## config.mk

```make
export PLATFORM = sky130hd
export DESIGN_NAME = sw_core
export DESIGN_NICKNAME = d
export VERILOG_FILES = /design/src/sw_pkg.sv /design/src/sw_cell.sv /design/src/sw_control.sv /design/src/sw_max_scan.sv /design/src/sw_core.sv
export SDC_FILE = /design/constraint.sdc
export NUM_CORES = 2
export LEC_CHECK = 0
export BUFFER_PORTS_ARGS = -buffer_cell sky130_fd_sc_hd__buf_4
export CAP_MARGIN = 0
export CORE_ASPECT_RATIO = 1.2
export CORE_MARGIN = 4
export CORE_UTILIZATION = 55
export DETAILED_ROUTE_END_ITERATION = 12
export PLACE_DENSITY = 0.68
export SYNTH_ARGS = -nofsm -noshare
export SYNTH_HDL_FRONTEND = slang
export SYNTH_SLANG_ARGS = --single-unit
```

## constraint.sdc

```tcl
create_clock -name clk -period 76.9 [get_ports clk]
set_clock_uncertainty 0.15 [all_clocks]
set_input_delay 7.69 -clock clk [delete_from_list [all_inputs] [get_ports clk]]
set_output_delay 7.69 -clock clk [all_outputs]
set_load 0.02 [all_outputs]
```

## src/sw_pkg.sv

```systemverilog
package sw_pkg;

  // array sizes
  localparam int REF_MAX_LEN  = 16;
  localparam int READ_MAX_LEN = 16;  // also the number of cells
  localparam int SCORE_W      = 10;

  // one nucleotide code
  typedef logic [1:0] base_t;

  typedef logic signed [SCORE_W-1:0] score_t;

  // packed sequences, base j at bits 2j+1..2j
  typedef logic [2*REF_MAX_LEN-1:0]  ref_seq_t;
  typedef logic [2*READ_MAX_LEN-1:0] read_seq_t;

  // lengths are 1-based
  typedef logic [$clog2(REF_MAX_LEN):0]  ref_len_t;
  typedef logic [$clog2(READ_MAX_LEN):0] read_len_t;

  // indices are 0-based
  typedef logic [$clog2(REF_MAX_LEN)-1:0]  col_t;
  typedef logic [$clog2(READ_MAX_LEN)-1:0] row_t;

  // compute phase runs up to ref len + READ_MAX_LEN cycles
  typedef logic [$clog2(REF_MAX_LEN + READ_MAX_LEN):0] count_t;

  // affine scoring
  localparam score_t MATCH_SCORE    = score_t'(1);
  localparam score_t MISMATCH_SCORE = score_t'(-4);
  localparam score_t GAP_OPEN       = score_t'(-6);
  localparam score_t GAP_EXTEND     = score_t'(-1);

endpackage

```

## src/sw_cell.sv

```systemverilog
module sw_cell (
  input  logic           clk,
  input  logic           rst,
  input  logic           i_clear,
  input  logic           i_row_en,
  input  sw_pkg::base_t  i_a_base,    // reference base from previous cell
  input  logic           i_a_valid,
  input  sw_pkg::base_t  i_b_base,    // read base of this row
  input  sw_pkg::score_t i_h_top,     // H(r-1, c)
  input  sw_pkg::score_t i_i_top,     // I(r-1, c)
  input  sw_pkg::score_t i_h_diag,    // H(r-1, c-1)
  output sw_pkg::base_t  o_a_base,
  output logic           o_a_valid,
  output sw_pkg::score_t o_h,
  output sw_pkg::score_t o_i,
  output sw_pkg::score_t o_h_diag,
  output sw_pkg::score_t o_best,
  output sw_pkg::col_t   o_best_col
);

  sw_pkg::score_t h_q;
  sw_pkg::score_t i_q;
  sw_pkg::score_t d_q;
  sw_pkg::score_t hd_q;
  sw_pkg::score_t best_q;
  sw_pkg::col_t   col_q;
  sw_pkg::col_t   best_col_q;

  sw_pkg::score_t i_new;
  sw_pkg::score_t d_new;
  sw_pkg::score_t h_new;
  sw_pkg::score_t sub;
  logic           step;

  function automatic sw_pkg::score_t smax(input sw_pkg::score_t a, input sw_pkg::score_t b);
    return (a > b) ? a : b;
  endfunction

  assign step = i_a_valid & i_row_en;  // rows past the read length stay idle

  always_comb
  begin
    sub   = (i_a_base == i_b_base) ? sw_pkg::MATCH_SCORE : sw_pkg::MISMATCH_SCORE;
    // gap from above
    i_new = smax(smax(i_h_top + sw_pkg::GAP_OPEN, i_i_top + sw_pkg::GAP_EXTEND), '0);
    // gap from the left in its own row
    d_new = smax(smax(h_q + sw_pkg::GAP_OPEN, d_q + sw_pkg::GAP_EXTEND), '0);
    h_new = smax(smax(i_h_diag + sub, '0), smax(i_new, d_new));
  end

  always_ff @(posedge clk or posedge rst)
  begin
    if (rst)
    begin
      h_q        <= '0;
      i_q        <= '0;
      d_q        <= '0;
      hd_q       <= '0;
      col_q      <= '0;
      best_q     <= '0;
      best_col_q <= '0;
    end
    else if (i_clear)
    begin
      h_q        <= '0;
      i_q        <= '0;
      d_q        <= '0;
      hd_q       <= '0;
      col_q      <= '0;
      best_q     <= '0;
      best_col_q <= '0;
    end
    else if (step)
    begin
      h_q   <= h_new;
      i_q   <= i_new;
      d_q   <= d_new;
      hd_q  <= h_q;  // becomes diagonal for the row below
      col_q <= col_q + 1'b1;
      if (h_new > best_q)  // strict so ties keep the first column
      begin
        best_q     <= h_new;
        best_col_q <= col_q;
      end
    end
  end

  always_ff @(posedge clk or posedge rst)
  begin
    if (rst)
      o_a_valid <= 1'b0;
    else
      o_a_valid <= i_a_valid;
  end

  always_ff @(posedge clk)
  begin
    o_a_base <= i_a_base;
  end

  assign o_h        = h_q;
  assign o_i        = i_q;
  assign o_h_diag   = hd_q;
  assign o_best     = best_q;
  assign o_best_col = best_col_q;

  // scores from the row above arrive clamped at zero
  a_top_nonneg: assert property (@(posedge clk) disable iff (rst)
    step |-> (i_h_top >= 0) && (i_i_top >= 0) && (i_h_diag >= 0));

endmodule

```

## src/sw_control.sv

```systemverilog
module sw_control (
  input  logic                            clk,
  input  logic                            rst,
  input  logic                            i_valid,
  input  sw_pkg::ref_seq_t                i_ref_seq,
  input  sw_pkg::read_seq_t               i_read_seq,
  input  sw_pkg::ref_len_t                i_ref_len,
  input  sw_pkg::read_len_t               i_read_len,
  input  logic                            i_ready,
  input  logic                            i_scan_done,
  output logic                            o_ready,
  output logic                            o_valid,
  output logic                            o_clear,
  output logic [sw_pkg::READ_MAX_LEN-1:0] o_row_en,
  output sw_pkg::base_t                   o_ref_base,
  output logic                            o_ref_base_valid,
  output sw_pkg::read_seq_t               o_read_seq,
  output sw_pkg::read_len_t               o_read_len,
  output logic                            o_scan_start
);

  typedef enum logic [2:0] {
    s_idle,
    s_load,
    s_compute,
    s_scan,
    s_done
  } state_t;

  state_t            state;
  state_t            state_n;
  sw_pkg::count_t    cnt;
  sw_pkg::ref_seq_t  ref_shift;  // base 0 sits in the low bits
  sw_pkg::read_seq_t read_q;
  sw_pkg::ref_len_t  ref_len_q;
  sw_pkg::read_len_t read_len_q;
  logic              accept;
  logic              drain_last;

  assign accept     = i_valid & o_ready;
  // last compute cycle once the last base has left the last cell
  assign drain_last = (cnt == {1'b0, ref_len_q} + sw_pkg::count_t'(sw_pkg::READ_MAX_LEN - 1));

  always_comb
  begin
    state_n = state;
    case (state)
      s_idle:    if (accept) state_n = s_load;
      s_load:    state_n = s_compute;
      s_compute: if (drain_last) state_n = s_scan;
      s_scan:    if (i_scan_done) state_n = s_done;
      s_done:    if (i_ready) state_n = s_idle;
      default:   state_n = s_idle;
    endcase
  end

  always_ff @(posedge clk or posedge rst)
  begin
    if (rst)
    begin
      state <= s_idle;
      cnt   <= '0;
    end
    else
    begin
      state <= state_n;
      if (state == s_compute)
        cnt <= cnt + 1'b1;
      else
        cnt <= '0;
    end
  end

  // sequence and length capture
  always_ff @(posedge clk)
  begin
    if (accept)
    begin
      ref_shift  <= i_ref_seq;
      read_q     <= i_read_seq;
      ref_len_q  <= i_ref_len;
      read_len_q <= i_read_len;
    end
    else if (o_ref_base_valid)
      ref_shift <= ref_shift >> 2;  // next base into the chain
  end

  always_comb
  begin
    for (int r = 0; r < sw_pkg::READ_MAX_LEN; r++)
      o_row_en[r] = (r < read_len_q);
  end

  assign o_ready          = (state == s_idle);
  assign o_valid          = (state == s_done);
  assign o_clear          = (state == s_load);  // one cycle after acceptance
  assign o_ref_base       = ref_shift[1:0];
  assign o_ref_base_valid = (state == s_compute) && ({1'b0, cnt} < {2'b0, ref_len_q});
  assign o_read_seq       = read_q;
  assign o_read_len       = read_len_q;
  assign o_scan_start     = (state == s_compute) && drain_last;

  // the scanner may only finish while the FSM waits for it
  a_done_in_scan: assert property (@(posedge clk) disable iff (rst)
    i_scan_done |-> (state == s_scan));

  a_len_range: assert property (@(posedge clk) disable iff (rst)
    accept |-> (i_ref_len >= 1) && (i_ref_len <= sw_pkg::REF_MAX_LEN) &&
               (i_read_len >= 1) && (i_read_len <= sw_pkg::READ_MAX_LEN));

endmodule

```

## src/sw_max_scan.sv

```systemverilog
module sw_max_scan (
  input  logic              clk,
  input  logic              rst,
  input  logic              i_clear,
  input  logic              i_start,
  input  sw_pkg::read_len_t i_read_len,
  input  sw_pkg::score_t    i_best [sw_pkg::READ_MAX_LEN],
  input  sw_pkg::col_t      i_best_col [sw_pkg::READ_MAX_LEN],
  output logic              o_done,
  output sw_pkg::score_t    o_score,
  output sw_pkg::row_t      o_row,
  output sw_pkg::col_t      o_col
);

  logic           busy;
  logic           last_row;
  sw_pkg::row_t   idx;
  sw_pkg::score_t score_q;
  sw_pkg::row_t   row_q;
  sw_pkg::col_t   col_q;

  assign last_row = ({1'b0, idx} == i_read_len - 1'b1);

  always_ff @(posedge clk or posedge rst)
  begin
    if (rst)
    begin
      busy    <= 1'b0;
      idx     <= '0;
      o_done  <= 1'b0;
      score_q <= '0;
      row_q   <= '0;
      col_q   <= '0;
    end
    else
    begin
      o_done <= 1'b0;  // single cycle pulse
      if (i_clear)
      begin
        score_q <= '0;
        row_q   <= '0;
        col_q   <= '0;
      end
      if (i_start)
      begin
        busy <= 1'b1;
        idx  <= '0;
      end
      else if (busy)
      begin
        // strict compare, earliest row wins a tie
        if (i_best[idx] > score_q)
        begin
          score_q <= i_best[idx];
          row_q   <= idx;
          col_q   <= i_best_col[idx];
        end
        if (last_row)
        begin
          busy   <= 1'b0;
          o_done <= 1'b1;
        end
        else
          idx <= idx + 1'b1;
      end
    end
  end

  assign o_score = score_q;
  assign o_row   = row_q;
  assign o_col   = col_q;

endmodule

```

## src/sw_core.sv

```systemverilog
module sw_core (
  input  logic              clk,
  input  logic              rst,
  input  logic              i_valid,
  output logic              o_ready,
  input  sw_pkg::ref_seq_t  i_ref_seq,
  input  sw_pkg::read_seq_t i_read_seq,
  input  sw_pkg::ref_len_t  i_ref_len,
  input  sw_pkg::read_len_t i_read_len,
  output logic              o_valid,
  input  logic              i_ready,
  output sw_pkg::score_t    o_score,
  output sw_pkg::row_t      o_row,
  output sw_pkg::col_t      o_col
);

  localparam int N = sw_pkg::READ_MAX_LEN;

  logic              clear;
  logic              scan_start;
  logic              scan_done;
  logic [N-1:0]      row_en;
  sw_pkg::read_seq_t read_seq;
  sw_pkg::read_len_t read_len;

  // chain links, element r feeds cell r
  sw_pkg::base_t     a_base [N+1];
  logic              a_valid [N+1];
  sw_pkg::score_t    h_chain [N+1];
  sw_pkg::score_t    i_chain [N+1];
  sw_pkg::score_t    hd_chain [N+1];

  sw_pkg::score_t    best [N];
  sw_pkg::col_t      best_col [N];

  // row 0 sees an all-zero row above
  assign h_chain[0]  = '0;
  assign i_chain[0]  = '0;
  assign hd_chain[0] = '0;

  sw_control u_control (
    .clk              (clk),
    .rst              (rst),
    .i_valid          (i_valid),
    .i_ref_seq        (i_ref_seq),
    .i_read_seq       (i_read_seq),
    .i_ref_len        (i_ref_len),
    .i_read_len       (i_read_len),
    .i_ready          (i_ready),
    .i_scan_done      (scan_done),
    .o_ready          (o_ready),
    .o_valid          (o_valid),
    .o_clear          (clear),
    .o_row_en         (row_en),
    .o_ref_base       (a_base[0]),
    .o_ref_base_valid (a_valid[0]),
    .o_read_seq       (read_seq),
    .o_read_len       (read_len),
    .o_scan_start     (scan_start)
  );

  for (genvar r = 0; r < N; r++)
  begin : g_cell
    sw_cell u_cell (
      .clk        (clk),
      .rst        (rst),
      .i_clear    (clear),
      .i_row_en   (row_en[r]),
      .i_a_base   (a_base[r]),
      .i_a_valid  (a_valid[r]),
      .i_b_base   (read_seq[2*r +: 2]),
      .i_h_top    (h_chain[r]),
      .i_i_top    (i_chain[r]),
      .i_h_diag   (hd_chain[r]),
      .o_a_base   (a_base[r+1]),
      .o_a_valid  (a_valid[r+1]),
      .o_h        (h_chain[r+1]),
      .o_i        (i_chain[r+1]),
      .o_h_diag   (hd_chain[r+1]),
      .o_best     (best[r]),
      .o_best_col (best_col[r])
    );
  end

  sw_max_scan u_max_scan (
    .clk        (clk),
    .rst        (rst),
    .i_clear    (clear),
    .i_start    (scan_start),
    .i_read_len (read_len),
    .i_best     (best),
    .i_best_col (best_col),
    .o_done     (scan_done),
    .o_score    (o_score),
    .o_row      (o_row),
    .o_col      (o_col)
  );

endmodule

```

==> run_results.csv <==
group,metric,value,unit
timing,setup_tns,0,ps
setup_path,r2r_setup_slack,65200,ps
clocking,postCtsSetupRepairBufs,0,
clocking,cts-resized-gates,0,
logic_synthesis,syn_avg_cell_area,8.65,sq um
floorplanning,pin_count,98,
clocking,cts_buffer_depth,3,
clocking,clock-sinks,1050,
setup_path,cp_num_buf_inv,2,
logic_synthesis,netlist_top_cells_area,"dfrtp_1 (29%), ha_1 (15%), a21oi_1 (4.3%)",
setup_path,cp-start-kind,"flop",
setup_path,rr_endpoint,"g_cell[15].u_cell.o_best[4]",
job,cap_violations,0,
final_layout,mostFrequentLayoutCell,"ha_1",
run_status,status,"completed",
logic_synthesis,synth_cell_types,101,
floorplanning,rows,155,
timing,hold_violations,0,
setup_path,endpoint,"g_cell[15].u_cell.o_best[4]",
floorplanning,die_h,432,um
timing,rsz0062_at_grt,"false",
timing,setup_ws,65200,ps
floorplanning,core-area,149000,sq um
logic_synthesis,async_reset_ff_share,90.1,%
timing,max_slew.worst_pin.slew,1220,ps
logic_synthesis,synth-seq-area-share,32.1,%
timing,fmax,0.0855,GHz
route,via_count,70065,
clocking,clk_pin_slew_worst_paths,60,ps
final_layout,area_delta_synth_final,8.21,%
setup_path,r2r-start,"g_cell[15].u_cell.d_q[0]",
setup_path,cp.depth,39,
timing,slew_violations,0,
global_routing,grt_pass1_vias,68133,
timing,finalSetupViolCount,0,
clocking,clock-root-buffer,"clkbuf_16",
global_routing,grt_usage,29.0,%
clocking,clock_latency,780,ps
clocking,cts_max_level,3,
global_routing,antenna_found_initial,5,
route,dr.pass1.iters,6,
route,post_drt_wl_per_cell,20.1,um
worst_hold_path,min_path_type,"flop to flop",
route,first_iter_violations,5206,
logic_synthesis,synthCells,9537,
setup_path,cpPeakStageDelay,1000,ps
floorplanning,die_area,156000,sq um
setup_path,required,77420,ps
route,viasPerCell,6.06,
logic_synthesis,yosys.area.top_type,"dfrtp_1",
logic_synthesis,synth_top_cell_area_share,28.7,%
logic_synthesis,synth_edf_count,74,
route,antenna_left,0,
floorplanning,start_util,55.4,%
timing,relSlewSlack,18.0,%
logic_synthesis,synth_warnings,0,
setup_path,worstSetupPathType,"flop to flop",
final_layout,drive_above_1_share,6.68,%
clocking,cts_buffers,118,
timing,fin_crit_sh,15.2,%
global_routing,grt-ovfl-total,0,
setup_path,crit_path_end_kind,"flop",
logic_synthesis,synthesis.area,82500,sq um
clocking,holdBufCountCts,0,
final_layout,nets,10533,
setup_path,cp_data_arrival_time,12230,ps
global_routing,grt_max_degree,180,
placed_design,place_worst_setup_slack,65410,ps
placed_design,dpl.hpwl,177,mm
logic_synthesis,ys_ff_latch,1050,
setup_path,critPathMostFrequentCell,"ha_1",
setup_path,r2r_cells,39,
timing,fin_crit,11700,ps
placed_design,gp_congestion,0.934,
global_routing,grt_pass1_wl,370,mm
setup_path,slowest_stage,"a31oi_1",
setup_path,crit_family,"compound AO/OA/AOI/OAI gates",
final_layout,layout_common_cells,"ha_1 (962), dfrtp_1 (944), nor2_1 (927)",
logic_synthesis,synth_flop_cell,"dfrtp_1",
setup_path,worstPathMaxFanout,17,
clocking,cts_tree,"done",
route,wl,232,mm
setup_path,critPathLaunch,"g_cell[15].u_cell.d_q[0]",
route,drc,0,
final_layout,fillers,13150,
floorplanning,die_w,361,um
placed_design,io_buffers,97,
layout make-up:
class / instances / area, sq um / share of cell area [%]
Antenna cell: 2 / 5.00 / 0.00561
Clock buffer: 160 / 3380 / 3.79
Tap cell: 1962 / 2450 / 2.75
Clock inverter: 59 / 788 / 0.883
Timing Repair Buffer: 173 / 1340 / 1.50
Inverter: 775 / 2920 / 3.27
Sequential cell: 1050 / 26500 / 29.7
Multi-Input combinational cell: 7375 / 51900 / 58.1
Yosys cell counts, types with 64 or more instances:
master	n
nand4_1	150
a211oi_1	256
nor2_1	927
nand3_1	153
xor2_1	241
dfrtp_1	946
and3_1	85
inv_1	769
a21oi_1	704
clkbuf_1	336
a21o_1	191
ha_1	962
mux2i_1	333
nand2b_1	64
and2_1	133
edfxtp_1	74
nand2_1	857
nor2b_1	112
a31oi_1	90
o21a_1	119
xnor2_1	343
mux2_2	122
o21ai_0	437
nor3_1	202
nor4_1	84
registers in the layout, summed over array words and instances (netlist names):
name	flops
u_control.o_read_seq	32
u_max_scan.o_done	1
g_cell.u_cell.o_best	160
u_control.ref_shift	32
u_max_scan.o_row	4
g_cell.u_cell.o_a_valid	15
g_cell.u_cell.o_h_diag	150
g_cell.u_cell.d_q	160
u_max_scan.o_score	10
u_control.state	3
g_cell.u_cell.o_a_base	30
g_cell.u_cell.col_q	64
u_max_scan.o_col	4
u_control.cnt	6
g_cell.u_cell.o_i	140
u_max_scan.busy	1
g_cell.u_cell.o_best_col	64
u_control.o_read_len	5
u_max_scan.idx	4
g_cell.u_cell.o_h	160
u_control.ref_len_q	5
routing by layer:
layer,up-vias,wire length [um],track usage [%]
li1,33986,-,-
met1,33807,99400,37.5
met2,1791,112000,49.9
met3,475,11400,3.44
met4,6,8880,11.0
met5,-,42,0
how the worst min path moves through the flow:
| stage | start | endpoint | slack (ps) | depth (start not counted) |
|---|---|---|---|---|
| 3_3_place_gp | g_cell[2].u_cell.o_a_base[0] | g_cell[3].u_cell.o_a_base[0] | 200 | 0 |
| 5_1_grt | g_cell[2].u_cell.o_a_base[0] | g_cell[3].u_cell.o_a_base[0] | 220 | 0 |
| 4_1_cts | g_cell[7].u_cell.o_a_base[0] | g_cell[8].u_cell.o_a_base[0] | 210 | 0 |
| 6_report | g_cell[7].u_cell.o_a_base[0] | g_cell[8].u_cell.o_a_base[0] | 210 | 0 |
| 2_1_floorplan | g_cell[9].u_cell.o_a_base[0] | g_cell[10].u_cell.o_a_base[0] | 200 | 0 |
| 3_5_place_dp | g_cell[7].u_cell.o_a_base[0] | g_cell[8].u_cell.o_a_base[0] | 200 | 0 |
cell families (layout without fill, tap and decap cells):
kind of cell,count (synthesis),count (layout),share of synthesized area (%)
compound gates,2281,2281,17.7
xor+xnor,584,584,6.20
fa+ha+maj,962,962,14.6
buf+inv,1156,1167,5.33
flops,1050,1050,32.1
mux,494,494,6.75
other cells,2,48,0.00911
simple gates,3008,3008,17.2
per-stage QoR:
stage	utilization (%)	hold slack [ps]	instances	cell area [sq um]
2_1_floorplan	-	199	9581	82600
3_3_place_gp	57.1	204	11335	85100
3_5_place_dp	57.1	205	11335	85100
4_1_cts	59.9	213	11554	89200
5_1_grt	59.9	222	11554	89200
6_report	59.9	212	11556	89200
Power is not shown: default switching activity piles up to over one toggle a cycle in this logic, so the estimate is an artifact.
